`config.mk`:
```
export PLATFORM = sky130hd
export DESIGN_NAME = img_capture_top
export DESIGN_NICKNAME = d
export VERILOG_FILES = /design/src/common/img_pkg.sv /design/src/common/word_stream_if.sv /design/src/capture/fletcher_checksum.sv /design/src/capture/pixel_framer.sv /design/src/hw/word_fifo.sv /design/src/hw/ram_store.sv /design/src/hw/capture_control.sv /design/src/hw/img_capture_top.sv
export SDC_FILE = /design/constraint.sdc
export NUM_CORES = 2
export LEC_CHECK = 0
export BUFFER_PORTS_ARGS = -buffer_cell sky130_fd_sc_hd__buf_4
export CORE_ASPECT_RATIO = 1.75
export CORE_UTILIZATION = 55
export DETAILED_ROUTE_END_ITERATION = 10
export PLACE_DENSITY = 0.7
export SLEW_MARGIN = 20
export SYNTH_ARGS = -nofsm -noshare
export SYNTH_HDL_FRONTEND = slang
export SYNTH_SLANG_ARGS = --single-unit
```
`constraint.sdc`:
```
create_clock -name clk -period 10.8 [get_ports clk]
set_input_delay 2.16 -clock clk [delete_from_list [all_inputs] [get_ports clk]]
set_output_delay 2.16 -clock clk [all_outputs]
set_load 0.03 [all_outputs]
```
`src/common/img_pkg.sv`:
```
package img_pkg;

    // ==============================
    // Image record layout
    // ==============================
    localparam int HEADER_WORDS    = 4;
    localparam int FRAME_WIDTH     = 8;
    localparam int FRAME_HEIGHT    = 4;
    localparam int PIXEL_WORDS     = FRAME_WIDTH * FRAME_HEIGHT;
    localparam int CHECKSUM_WORDS  = 2;
    localparam int IMG_WORDS       = HEADER_WORDS + PIXEL_WORDS + CHECKSUM_WORDS;

    // ==============================
    // Storage sizes
    // ==============================
    localparam int RAM_BLOCKS      = 2;
    localparam int BLOCK_DEPTH     = 64;
    localparam int FIFO_DEPTH      = 16;
    localparam int RAM_INIT_CYCLES = 20;

    typedef logic [15:0] word_t;
    typedef logic [11:0] pixel_t;
    // Most significant word goes out first
    typedef logic [63:0] header_t;
    typedef logic [17:0] stat_count_t;
    typedef logic [6:0]  word_count_t;
    typedef logic [5:0]  addr_t;
    typedef logic [0:0]  block_t;

    typedef enum logic [1:0] {RAM_NONE, RAM_WRITE, RAM_READ} ram_cmd_t;

    typedef enum logic [2:0] {
        CTRL_IDLE, CTRL_WAIT_INIT, CTRL_START, CTRL_WRITE, CTRL_READ
    } ctrl_state_t;

    typedef enum logic [2:0] {
        FR_IDLE, FR_HEADER, FR_WAIT_LOW, FR_WAIT_HIGH, FR_PIXELS, FR_CHECK_HI
    } framer_state_t;

endpackage

```
`src/common/word_stream_if.sv`:
```
`timescale 1ns/1ns

// Word stream with ready/trigger handshake
interface word_stream_if;
    logic           trigger;
    logic           ready;
    img_pkg::word_t data;
    // Set on the final checksum word
    logic           last;

    modport source (
        output trigger,
        output data,
        output last,
        input  ready
    );

    modport sink (
        input  trigger,
        input  data,
        input  last,
        output ready
    );
endinterface

```
`src/capture/fletcher_checksum.sv`:
```
`timescale 1ns/1ns

module fletcher_checksum (
    input  logic           clk,
    input  logic           readout_rst,
    input  logic           clear,
    input  logic           en,
    input  img_pkg::word_t din,
    output logic [31:0]    sum
);
    logic [15:0] s1, s2;
    logic [16:0] s1_raw, s2_raw;
    logic [15:0] s1_next, s2_next;

    // One subtraction brings each sum back below 65535
    always_comb begin
        s1_raw  = {1'b0, s1} + {1'b0, din};
        s1_next = (s1_raw >= 17'd65535) ? 16'(s1_raw - 17'd65535) : s1_raw[15:0];
        s2_raw  = {1'b0, s2} + {1'b0, s1_next};
        s2_next = (s2_raw >= 17'd65535) ? 16'(s2_raw - 17'd65535) : s2_raw[15:0];
    end

    always_ff @(posedge clk) begin
        if (!readout_rst || clear) begin
            s1 <= '0;
            s2 <= '0;
        end else if (en) begin
            s1 <= s1_next;
            s2 <= s2_next;
        end
    end

    assign sum = {s2, s1};

endmodule

```
`src/capture/pixel_framer.sv`:
```
`timescale 1ns/1ns

module pixel_framer (
    input  logic                 clk,
    input  logic                 readout_rst,
    input  logic                 start,
    input  logic                 flush,
    input  img_pkg::header_t     header,
    input  logic                 img_fv,
    input  logic                 img_lv,
    input  img_pkg::pixel_t      img_d,
    word_stream_if.source        out,
    output img_pkg::word_count_t word_count,
    output img_pkg::stat_count_t highlight_count,
    output img_pkg::stat_count_t shadow_count
);
    img_pkg::framer_state_t state;
    img_pkg::header_t       hdr_shift;
    logic [$clog2(img_pkg::HEADER_WORDS)-1:0] hdr_left;
    logic [1:0]     col, row;
    logic           lv_prev;
    logic           pix_valid, sample;
    logic           emit, emit_check, emit_last;
    img_pkg::word_t emit_word, pixel_word;
    logic [31:0]    sum;

    fletcher_checksum u_checksum (
        .clk         (clk),
        .readout_rst (readout_rst),
        .clear       (start),
        .en          (emit && !emit_check),
        .din         ({emit_word[7:0], emit_word[15:8]}),
        .sum         (sum)
    );

    // Pixels count once the frame start has been seen
    assign pix_valid = img_fv && img_lv &&
                       (state == img_pkg::FR_WAIT_HIGH || state == img_pkg::FR_PIXELS);
    assign sample = pix_valid && col == 2'd0 && row == 2'd0;
    // Little endian pixel word
    assign pixel_word = {img_d[7:0], 4'h0, img_d[11:8]};

    // ==============================
    // Next word to send
    // ==============================
    always_comb begin
        emit       = 1'b0;
        emit_check = 1'b0;
        emit_last  = 1'b0;
        emit_word  = hdr_shift[63:48];
        if (!flush && !start) begin
            case (state)
                img_pkg::FR_HEADER: emit = 1'b1;
                img_pkg::FR_WAIT_HIGH: begin
                    emit      = pix_valid;
                    emit_word = pixel_word;
                end
                img_pkg::FR_PIXELS: begin
                    emit       = pix_valid || !img_fv;
                    emit_check = !img_fv;
                    emit_word  = img_fv ? pixel_word : {sum[7:0], sum[15:8]};
                end
                img_pkg::FR_CHECK_HI: begin
                    emit       = 1'b1;
                    emit_check = 1'b1;
                    emit_last  = 1'b1;
                    emit_word  = {sum[23:16], sum[31:24]};
                end
                default: emit = 1'b0;
            endcase
        end
    end

    always_ff @(posedge clk) begin
        if (!readout_rst) begin
            state           <= img_pkg::FR_IDLE;
            hdr_left        <= '0;
            col             <= '0;
            row             <= '0;
            lv_prev         <= 1'b0;
            out.trigger     <= 1'b0;
            out.last        <= 1'b0;
            word_count      <= '0;
            highlight_count <= '0;
            shadow_count    <= '0;
        end else begin
            out.trigger <= emit;
            out.last    <= emit_last;
            lv_prev     <= img_lv;
            col         <= img_lv ? col + 2'd1 : 2'd0;
            if (!img_fv) begin
                row <= 2'd0;
            end else if (lv_prev && !img_lv) begin
                row <= row + 2'd1;
            end

            if (emit) begin
                word_count <= word_count + 1'b1;
            end
            // Top seven bits decide highlight or shadow
            if (sample && img_d[11:5] == 7'h7f) begin
                highlight_count <= highlight_count + 1'b1;
            end
            if (sample && img_d[11:5] == 7'h00) begin
                shadow_count <= shadow_count + 1'b1;
            end

            if (flush) begin
                state <= img_pkg::FR_IDLE;
            end else if (start) begin
                state           <= img_pkg::FR_HEADER;
                hdr_left        <= $bits(hdr_left)'(img_pkg::HEADER_WORDS - 1);
                word_count      <= '0;
                highlight_count <= '0;
                shadow_count    <= '0;
            end else begin
                case (state)
                    img_pkg::FR_HEADER: begin
                        hdr_left <= hdr_left - 1'b1;
                        if (hdr_left == '0) state <= img_pkg::FR_WAIT_LOW;
                    end
                    img_pkg::FR_WAIT_LOW:  if (!img_fv) state <= img_pkg::FR_WAIT_HIGH;
                    img_pkg::FR_WAIT_HIGH: if (img_fv) state <= img_pkg::FR_PIXELS;
                    img_pkg::FR_PIXELS:    if (!img_fv) state <= img_pkg::FR_CHECK_HI;
                    img_pkg::FR_CHECK_HI:  state <= img_pkg::FR_IDLE;
                    default:               state <= img_pkg::FR_IDLE;
                endcase
            end
        end
    end

    // Payload registers
    always_ff @(posedge clk) begin
        out.data  <= emit_word;
        hdr_shift <= start ? header : (emit ? hdr_shift << 16 : hdr_shift);
    end

endmodule

```
`src/hw/word_fifo.sv`:
```
`timescale 1ns/1ns

module word_fifo (
    input  logic          clk,
    input  logic          readout_rst,
    input  logic          flush,
    word_stream_if.sink   wr,
    word_stream_if.source rd
);
    img_pkg::word_t mem_data [img_pkg::FIFO_DEPTH];
    logic           mem_last [img_pkg::FIFO_DEPTH];
    logic [$clog2(img_pkg::FIFO_DEPTH)-1:0] wr_ptr, rd_ptr;
    logic [$clog2(img_pkg::FIFO_DEPTH):0]   fill;
    logic push, pop;

    // Depth is a power of two so the top fill bit means full
    assign wr.ready   = !fill[$clog2(img_pkg::FIFO_DEPTH)];
    assign rd.trigger = fill != '0;
    assign rd.data    = mem_data[rd_ptr];
    assign rd.last    = mem_last[rd_ptr];
    assign push       = wr.trigger && wr.ready;
    assign pop        = rd.trigger && rd.ready;

    always_ff @(posedge clk) begin
        if (!readout_rst || flush) begin
            wr_ptr <= '0;
            rd_ptr <= '0;
            fill   <= '0;
        end else begin
            if (push) wr_ptr <= wr_ptr + 1'b1;
            if (pop) rd_ptr <= rd_ptr + 1'b1;
            case ({push, pop})
                2'b10:   fill <= fill + 1'b1;
                2'b01:   fill <= fill - 1'b1;
                default: fill <= fill;
            endcase
        end
    end

    always_ff @(posedge clk) begin
        if (push) begin
            mem_data[wr_ptr] <= wr.data;
            mem_last[wr_ptr] <= wr.last;
        end
    end

endmodule

```
`src/hw/ram_store.sv`:
```
`timescale 1ns/1ns

module ram_store (
    input  logic              clk,
    input  logic              readout_rst,
    input  img_pkg::ram_cmd_t cmd,
    input  img_pkg::block_t   cmd_block,
    output logic              init_done,
    word_stream_if.sink       wr,
    output logic              write_end,
    output logic              readout_ready,
    input  logic              readout_trigger,
    output img_pkg::word_t    readout_data,
    output logic              read_end
);
    img_pkg::word_t    mem [img_pkg::RAM_BLOCKS * img_pkg::BLOCK_DEPTH];
    img_pkg::ram_cmd_t mode;
    img_pkg::block_t   block;
    img_pkg::addr_t    wr_addr, rd_addr;
    logic [$clog2(img_pkg::RAM_INIT_CYCLES)-1:0] init_cnt;
    logic store, fetch, consume;

    assign wr.ready = init_done && mode == img_pkg::RAM_WRITE;
    assign store    = wr.trigger && wr.ready;
    // One idle cycle before each word is presented
    assign fetch    = init_done && mode == img_pkg::RAM_READ && !readout_ready;
    assign consume  = readout_ready && readout_trigger;

    always_ff @(posedge clk) begin
        if (!readout_rst) begin
            init_cnt      <= '0;
            init_done     <= 1'b0;
            mode          <= img_pkg::RAM_NONE;
            block         <= '0;
            wr_addr       <= '0;
            rd_addr       <= '0;
            readout_ready <= 1'b0;
            write_end     <= 1'b0;
            read_end      <= 1'b0;
        end else begin
            write_end <= 1'b0;
            read_end  <= 1'b0;

            // Stand-in for SDRAM power-up
            if (!init_done) begin
                init_cnt <= init_cnt + 1'b1;
                if (init_cnt == img_pkg::RAM_INIT_CYCLES - 1) init_done <= 1'b1;
            end

            if (cmd != img_pkg::RAM_NONE) begin
                mode          <= cmd;
                block         <= cmd_block;
                wr_addr       <= '0;
                rd_addr       <= '0;
                readout_ready <= 1'b0;
            end else begin
                if (store) begin
                    wr_addr <= wr_addr + 1'b1;
                    if (wr.last) begin
                        write_end <= 1'b1;
                        mode      <= img_pkg::RAM_NONE;
                    end
                end
                if (fetch) readout_ready <= 1'b1;
                if (consume) begin
                    readout_ready <= 1'b0;
                    rd_addr       <= rd_addr + 1'b1;
                    if (rd_addr == img_pkg::addr_t'(img_pkg::IMG_WORDS - 1)) begin
                        read_end <= 1'b1;
                        mode     <= img_pkg::RAM_NONE;
                    end
                end
            end
        end
    end

    // Memory array with registered read
    always_ff @(posedge clk) begin
        if (store) mem[{block, wr_addr}] <= wr.data;
        if (fetch) readout_data <= mem[{block, rd_addr}];
    end

endmodule

```
`src/hw/capture_control.sv`:
```
`timescale 1ns/1ns

module capture_control (
    input  logic              clk,
    input  logic              readout_rst,
    input  logic              cmd_capture,
    input  logic              cmd_readout,
    input  img_pkg::block_t   cmd_ram_block,
    input  logic              init_done,
    input  logic              write_end,
    input  logic              read_end,
    output img_pkg::ram_cmd_t ram_cmd,
    output img_pkg::block_t   ram_block,
    output logic              framer_start,
    output logic              fifo_flush,
    output logic              capture_done,
    output logic              readout_busy
);
    img_pkg::ctrl_state_t state;

    always_ff @(posedge clk) begin
        if (!readout_rst) begin
            state        <= img_pkg::CTRL_IDLE;
            ram_cmd      <= img_pkg::RAM_NONE;
            ram_block    <= '0;
            framer_start <= 1'b0;
            fifo_flush   <= 1'b0;
            capture_done <= 1'b0;
            readout_busy <= 1'b0;
        end else begin
            // Single-cycle pulses
            ram_cmd      <= img_pkg::RAM_NONE;
            framer_start <= 1'b0;
            fifo_flush   <= 1'b0;
            capture_done <= 1'b0;

            case (state)
                img_pkg::CTRL_IDLE: begin
                    if (cmd_capture) begin
                        ram_cmd   <= img_pkg::RAM_WRITE;
                        ram_block <= cmd_ram_block;
                        state     <= img_pkg::CTRL_WAIT_INIT;
                    end else if (cmd_readout) begin
                        ram_cmd      <= img_pkg::RAM_READ;
                        ram_block    <= cmd_ram_block;
                        readout_busy <= 1'b1;
                        state        <= img_pkg::CTRL_READ;
                    end
                end
                // Store must be up before pixels flow
                img_pkg::CTRL_WAIT_INIT: begin
                    if (init_done) begin
                        fifo_flush <= 1'b1;
                        state      <= img_pkg::CTRL_START;
                    end
                end
                img_pkg::CTRL_START: begin
                    framer_start <= 1'b1;
                    state        <= img_pkg::CTRL_WRITE;
                end
                img_pkg::CTRL_WRITE: begin
                    if (write_end) begin
                        capture_done <= 1'b1;
                        state        <= img_pkg::CTRL_IDLE;
                    end
                end
                img_pkg::CTRL_READ: begin
                    if (read_end) begin
                        readout_busy <= 1'b0;
                        state        <= img_pkg::CTRL_IDLE;
                    end
                end
                default: state <= img_pkg::CTRL_IDLE;
            endcase
        end
    end

endmodule

```
`src/hw/img_capture_top.sv`:
```
`timescale 1ns/1ns

module img_capture_top (
    input  logic                 clk,
    input  logic                 readout_rst,
    input  logic                 cmd_capture,
    input  logic                 cmd_readout,
    input  img_pkg::block_t      cmd_ram_block,
    input  img_pkg::header_t     cmd_header,
    input  logic                 img_fv,
    input  logic                 img_lv,
    input  img_pkg::pixel_t      img_d,
    input  logic                 readout_trigger,
    output logic                 capture_done,
    output logic                 readout_busy,
    output logic                 readout_ready,
    output img_pkg::word_t       readout_data,
    output img_pkg::word_count_t status_word_count,
    output img_pkg::stat_count_t status_highlight_count,
    output img_pkg::stat_count_t status_shadow_count
);
    img_pkg::ram_cmd_t ram_cmd;
    img_pkg::block_t   ram_block;
    logic init_done, write_end, read_end;
    logic framer_start, fifo_flush;

    word_stream_if stream_fill ();
    word_stream_if stream_store ();

    // ==============================
    // Framer, FIFO, store
    // ==============================
    pixel_framer u_framer (
        .clk (clk), .readout_rst (readout_rst),
        .start (framer_start), .flush (fifo_flush), .header (cmd_header),
        .img_fv (img_fv), .img_lv (img_lv), .img_d (img_d),
        .out (stream_fill.source), .word_count (status_word_count),
        .highlight_count (status_highlight_count), .shadow_count (status_shadow_count)
    );

    word_fifo u_fifo (
        .clk (clk), .readout_rst (readout_rst), .flush (fifo_flush),
        .wr (stream_fill.sink), .rd (stream_store.source)
    );

    ram_store u_store (
        .clk (clk), .readout_rst (readout_rst),
        .cmd (ram_cmd), .cmd_block (ram_block), .init_done (init_done),
        .wr (stream_store.sink), .write_end (write_end),
        .readout_ready (readout_ready), .readout_trigger (readout_trigger),
        .readout_data (readout_data), .read_end (read_end)
    );

    // Sequencer beside the pipeline
    capture_control u_control (
        .clk (clk), .readout_rst (readout_rst),
        .cmd_capture (cmd_capture), .cmd_readout (cmd_readout),
        .cmd_ram_block (cmd_ram_block), .init_done (init_done),
        .write_end (write_end), .read_end (read_end),
        .ram_cmd (ram_cmd), .ram_block (ram_block),
        .framer_start (framer_start), .fifo_flush (fifo_flush),
        .capture_done (capture_done), .readout_busy (readout_busy)
    );

endmodule

```
== After elaboration in Yosys (flattened, before gate mapping) ==
Memory sizes are Yosys's and may differ from the RTL's. A register that Yosys moved wholly into a read port is not among the register bits.
Cells that the tools add are included.

* Memories: 3
* Word-level logic and storage cells: 215
* Bits in writable memories: 2320
* Flip-flop bits (word level): 214

* Reduce and logical (&&, ||, !) cells: 59
* Equal/unequal tests: 30
* Bitwise logic cells: 5
* Multiplexer cells: 64
* Magnitude comparators: 2
* Add/subtract/negate cells: 17

{| class="wikitable"
|+ Memories
! memory !! words !! bits a word !! rd ports !! clocked after Yosys merged registers in !! wr ports !! RTL line !! source
|-
| u_store.mem || 128 || 16 || 1 || 1 || 1 || ram_store.sv:16 || <nowiki>img_pkg::word_t mem [img_pkg::RAM_BLOCKS * img_pkg::BLOCK_DEPTH];</nowiki>
|-
| u_fifo.mem_data || 16 || 16 || 1 || 1 || 1 || word_fifo.sv:10 || <nowiki>img_pkg::word_t mem_data [img_pkg::FIFO_DEPTH];</nowiki>
|-
| u_fifo.mem_last || 16 || 1 || 1 || 1 || 1 || word_fifo.sv:11 || <nowiki>logic mem_last [img_pkg::FIFO_DEPTH];</nowiki>
|}

{| class="wikitable"
|+ Operators by type and width
! kind !! number
|-
| 64-bit 2-to-1 mux || 2
|-
| 18-bit 2-to-1 mux || 6
|-
| 16-bit 2-to-1 mux || 4
|-
| 16-bit one-hot mux with 3 select lines || 1
|-
| 18-bit by 1-bit adder with 18-bit output, second input constant || 2
|-
| 16-bit by 16-bit adder with 17-bit output || 2
|-
| 17-bit by 16-bit >= comparator with 1-bit output, second input constant || 2
|-
| 16-bit subtractor, second input constant || 2
|-
| 3-bit 2-to-1 mux || 9
|-
| 1-bit 2-to-1 mux || 21
|-
| 7-bit 2-to-1 mux || 3
|-
| 2-bit 2-to-1 mux || 8
|-
| 4-bit 2-to-1 mux || 4
|-
| 2-bit != test, second input constant || 8
|-
| 2-bit AND reduction || 8
|-
| 4-bit AND reduction || 4
|-
| 1-bit logical AND || 15
|-
| 3-bit one-hot mux with 5 select lines || 1
|-
| 3-bit OR reduction || 5
|-
| 6-bit by 1-bit adder with 6-bit output, second input constant || 2
|-
| 3-bit by 2-bit equality test with 1-bit output, second input constant || 4
|-
| 3-bit one-hot mux with 4 select lines || 1
|-
| 2-bit nonzero test || 6
|-
| 5-bit by 1-bit adder with 5-bit output, second input constant || 2
|-
| 27 further kinds || 55
|}

== Depth between registers and ports, before layout ==
* Depth after elaboration: 9
* Mapped depth: 34

== By module ==
Synthesis repeated with hierarchy kept, for this count alone.

* Cell total of the unflattened synthesis: 5457
* Area total of the unflattened synthesis: 102404.5 µm²

{| class="wikitable"
|+ Modules (own cells, without submodules)
! module !! times used !! area each (µm²) !! cells each
|-
| ram_store || 1 || 81096.5 || 3902
|-
| word_fifo || 1 || 11154.4 || 496
|-
| pixel_framer || 1 || 5967.0 || 530
|-
| fletcher_checksum || 1 || 3824.9 || 490
|-
| capture_control || 1 || 361.6 || 39
|}

== Worst setup path before layout ==
No wires, ideal clock.

* Path type: in2reg
* Start: input port img_fv
* End: register u_framer.u_checksum.s2[6]
* Arrival time: 9161 ps
* Setup time: 88 ps
* Stages on the path: 31
* Required time: 10712 ps
* Path buffers: 4
* Slack: 1551 ps
* Cells stage by stage: clkbuf_1 -> nor3_1 -> clkbuf_1 -> a222oi_1 -> o21ai_0 -> ha_1 -> inv_1 -> fa_1 -> inv_1 -> ha_1 -> nand3_1 -> mux2_2 -> or4b_4 -> or2_1 -> buf_6 -> a21oi_2 -> a21oi_2 -> xnor2_1 -> ha_1 -> inv_1 -> fa_1 -> nand2b_1 -> a211o_1 -> a221o_1 -> a2111oi_4 -> o32ai_2 -> nor4_4 -> a31o_4 -> buf_6 -> a31oi_1 -> a311oi_2

* Cells in the longest elaborated chain, start to end: 9
* Elaborated cells on any way between the ends: 21

{| class="wikitable"
|+ Ends and longest elaborated chain
! what !! RTL line !! source
|-
| start: declaration || img_capture_top.sv:10 || <nowiki>input logic img_fv,</nowiki>
|-
| 16-bit 2-to-1 mux * || pixel_framer.sv:61 || <nowiki>emit_word = img_fv ? pixel_word : {sum[7:0], sum[15:8]};</nowiki>
|-
| 16-bit one-hot mux with 3 select lines * || pixel_framer.sv:52 || <nowiki>case (state)</nowiki>
|-
| 16-bit 2-to-1 mux * || pixel_framer.sv:51 || <nowiki>if (!flush && !start) begin</nowiki>
|-
| net u_framer.emit_word[8] || pixel_framer.sv:24 || <nowiki>img_pkg::word_t emit_word, pixel_word;</nowiki>
|-
| 16-bit by 16-bit adder with 17-bit output * || fletcher_checksum.sv:17 || <nowiki>s1_raw = {1'b0, s1} + {1'b0, din};</nowiki>
|-
| 16-bit subtractor or 17-bit by 16-bit >= comparator with 1-bit output (tied branches) || fletcher_checksum.sv:18 || <nowiki>s1_next = (s1_raw >= 17'd65535) ? 16'(s1_raw - 17'd65535) : s1_raw[15:0];</nowiki>
|-
| 16-bit 2-to-1 mux * || fletcher_checksum.sv:18 ||
|-
| net u_framer.u_checksum.s1_next[0] || fletcher_checksum.sv:13 || <nowiki>logic [15:0] s1_next, s2_next;</nowiki>
|-
| 16-bit by 16-bit adder with 17-bit output * || fletcher_checksum.sv:19 || <nowiki>s2_raw = {1'b0, s2} + {1'b0, s1_next};</nowiki>
|-
| 16-bit subtractor or 17-bit by 16-bit >= comparator with 1-bit output (tied branches) || fletcher_checksum.sv:20 || <nowiki>s2_next = (s2_raw >= 17'd65535) ? 16'(s2_raw - 17'd65535) : s2_raw[15:0];</nowiki>
|-
| 16-bit 2-to-1 mux * || fletcher_checksum.sv:20 ||
|-
| end signal: assignment || fletcher_checksum.sv:29 || <nowiki>s2 <= s2_next;</nowiki>
|-
| end: declaration || fletcher_checksum.sv:11 || <nowiki>logic [15:0] s1, s2;</nowiki>
|}

The timed path passes the listed nets; every way through them passes the cells marked *.
A chain may end at the register's enable or synchronous reset.

== Worst setup path after layout ==
* Start: input port img_fv
* End: register u_framer.u_checksum.s2[5]

The elaborated chain is that of the path after synthesis.

==> flow_metrics.tcl <==
set metrics [dict create \
    placed_area_um2 106000 \
    synth_cells 4874 \
    cts_tree "done" \
    clkPwrFrac_pct 40.3 \
    leakagePower_nw 34.6 \
    seq_area_um2 75200 \
    synth-seq-area-share_pct 74.4 \
    synthFlopType "edfxtp_1" \
    cts_resized 0 \
    slew_viol_final 0 \
    rsz0062_at_grt "false" \
    core-area_um2 182000 \
    slew_headroom_pct 27.9 \
    fin_cells 7771 \
    die_h_um 569 \
    status "finished, final reports clean" \
    worst_pin_slew_ps 1070 \
    p_total_mw 18.7 \
    finalHoldViolCount 0 \
    grt_usage_pct 26.6 \
    n_fill_cell 12400 \
    post_cts_buffers 0 \
    start_util_pct 55.5 \
    yosysWarnings 0 \
    dp_cells 7379 \
    rows 207 \
    max_freq_ghz 0.109 \
    gp_congestion 0.853 \
    avgRoutedWirePerCell_um 31.5 \
    grt_pass1_vias 51200 \
    worstSetupStartpointType "input pin" \
    path_clk_slew_ps 70 \
    grt_pass1_wl_um 354000 \
    synth_most_common_cell "edfxtp_1" \
    grt_overflow 0 \
    finClkSkew_ps 69.0 \
    intPower_mw 15.0 \
    cp.arrival_ps 9890 \
    async_flop_share_pct 0 \
    multi_input_area_um2 24800 \
    via_per_inst 6.35 \
    ctsHoldBuffers 0 \
    ys_seq_elements 2554 \
    routed_wl_um 245000 \
    place_ws_ps 912 \
    drtAntennaViolNets 0 \
    crit_type "input pin to register" \
    place_hpwl_um 151000 \
    p_comb_share_pct 1.9 \
    syn_area_um2 101000 \
    cts_max_level 4 \
    die_area_um2 185000 \
    period_minus_slack_ps 9180 \
    firstDrtPassIters 6 \
    final_util_pct 61.9 \
    setup_slack_ps 1620 \
    tns_ps 0 \
    clkSinkCount 2554 \
    synth_common_cells "edfxtp_1 (2400), mux4_2 (733), nor2_1 (281)" \
    antenna_found_initial 8 \
    syn-num-nets 5014 \
    critPathMaxFanout 14 \
    p_seq_share_pct 57.7 \
    numPortBuffers 145 \
    fp.dieW_um 326 \
    drcViolationCount 0 \
    clockRootBuffer "clkbuf_16" \
    io_pins 146 \
    num-nets-final 5338 \
    fin_crit_sh_pct 85.0 \
    synth_area_leaders "edfxtp_1 (71%), mux4_2 (16%), dfxtp_1 (3.1%), nor2_1 (1.0%), mux2_2 (0.69%)" \
    synth_edf_count 2400 \
    grt_max_degree 140 \
    final_area_um2 113000 \
    clk_path_buf_depth 4 \
    irDropWorstVdd_mv 0.136 \
    syn_to_final_growth_pct 11.5 \
    report.final.setup_viol 0 \
    yosysTopAreaCell "edfxtp_1" \
    synthDistinctLibCells 79 \
    synth_top_area_share_pct 71.4 \
    power_switching_mw 3.70 \
    powerDensity_nw_per_um2 166 \
    drt-initial-drc-count 5079 \
    avgSynthCellArea_um2 20.7 \
    required_ps 11500 \
    min_path_type "register to register" \
    clk_latency_ps 870 \
    dr_total_vias 49400 \
    endpoint_kind "register" \
    netSwitchingFraction_pct 19.8 \
    drive_above_1_share_pct 27.9 \
    hold_ws_ps 464 \
    drv_cap 0 \
    cts_buffers 219 \
]
critical path, stage by stage:
cell and delay [ps]:
buf_4 150, a21o_1 490, a222oi_1 180, o21ai_0 280, ha_1 220, inv_1 60, fa_1 450, nand2b_1 230
a21o_1 260, a211oi_1 380, o21ai_0 180, xor2_1 220, nor4_1 650, a21oi_2 290, xnor2_1 210, ha_1 190
inv_1 60, fa_1 430, nand2b_1 180, a211o_1 360, a211oi_1 550, nor4_1 160, o311ai_0 660, nor4_4 120
a31o_4 340, and3_1 160, o31a_1 230
cells in the final DEF, fill, tap and decap left out, types with 53 or more instances in the layout:
cell	Yosys	layout
edfxtp_1	2400	2400
mux4_2	733	717
buf_4	1	354
nor2_1	281	269
clkbuf_16	0	224
nand2_1	157	157
dfxtp_1	154	145
a21oi_1	76	76
o21ai_0	69	67
mux2_2	62	62
nand3_1	56	56
clkinv_1	0	56
ha_1	53	53
clkbuf_1	166	53
registers in the layout (all words and copies together) (netlist names), 6 cells and up, named ones only:
| signal | cells |
|---|---|
| u_fifo.mem_data | 256 |
| u_fifo.mem_last | 16 |
| u_framer.hdr_shift | 64 |
| u_framer.highlight_count | 18 |
| u_framer.out.data | 16 |
| u_framer.shadow_count | 18 |
| u_framer.u_checksum.s1 | 16 |
| u_framer.u_checksum.s2 | 16 |
| u_framer.word_count | 7 |
| u_store.mem | 2048 |
| u_store.rd_addr | 6 |
| u_store.readout_data | 16 |
| u_store.wr_addr | 6 |
final cells by class:
cell class                 count  area share (%)
sequential                  2554            66.8
multi-input combinational   2021            22.0
clock buffer                 280            5.19
tap                         2403            2.67
timing repair buffer         361            2.48
clock inverter               103           0.739
inverter                      41           0.137
antenna                        8          0.0178
power groups by stage:
stage          logic [mW]  clock network [mW]  registers [mW]
2_1_floorplan       0.245                   0            11.0
3_3_place_gp        0.354                   0            11.0
3_5_place_dp        0.360                   0            11.0
4_1_cts             0.362                7.64            10.8
5_1_grt             0.399                7.97            10.8
6_report            0.364                7.53            10.8
metal layers:
layer | up-vias | GRT usage (%) | routed length [um]
li1 | 20800 | - | -
met1 | 26200 | 30.4 | 82700
met2 | 1917 | 49.3 | 136000
met3 | 433 | 3.34 | 13800
met4 | 4 | 12.6 | 12600
met5 | - | 0 | 26
cells by family after synthesis:
family | Yosys count | share of synthesized area [%]
buf+inv | 299 | 1.16
mux | 811 | 17.2
xor+xnor | 83 | 0.727
fa+ha+maj | 56 | 0.716
simple gates | 723 | 3.35
flops | 2554 | 74.4
compound gates | 348 | 2.41
final timing paths:
check / startpoint / to / slack [ps] / cells past startpoint
setup / recovery: img_fv / u_framer.u_checksum.s2[5]$_SDFFE_PP0P_ / 1620 / 27
hold / removal: u_store.write_end$_SDFF_PP0_ / u_control.capture_done$_SDFF_PN0_ / 460 / 2
setup reg to reg: u_framer.state[2]$_SDFFE_PP0P_ / u_framer.u_checksum.s2[5]$_SDFFE_PP0P_ / 2210 / 28
hold reg to reg: u_store.write_end$_SDFF_PP0_ / u_control.capture_done$_SDFF_PN0_ / 460 / 2
Note: power is estimated with default switching activity, not from simulation.
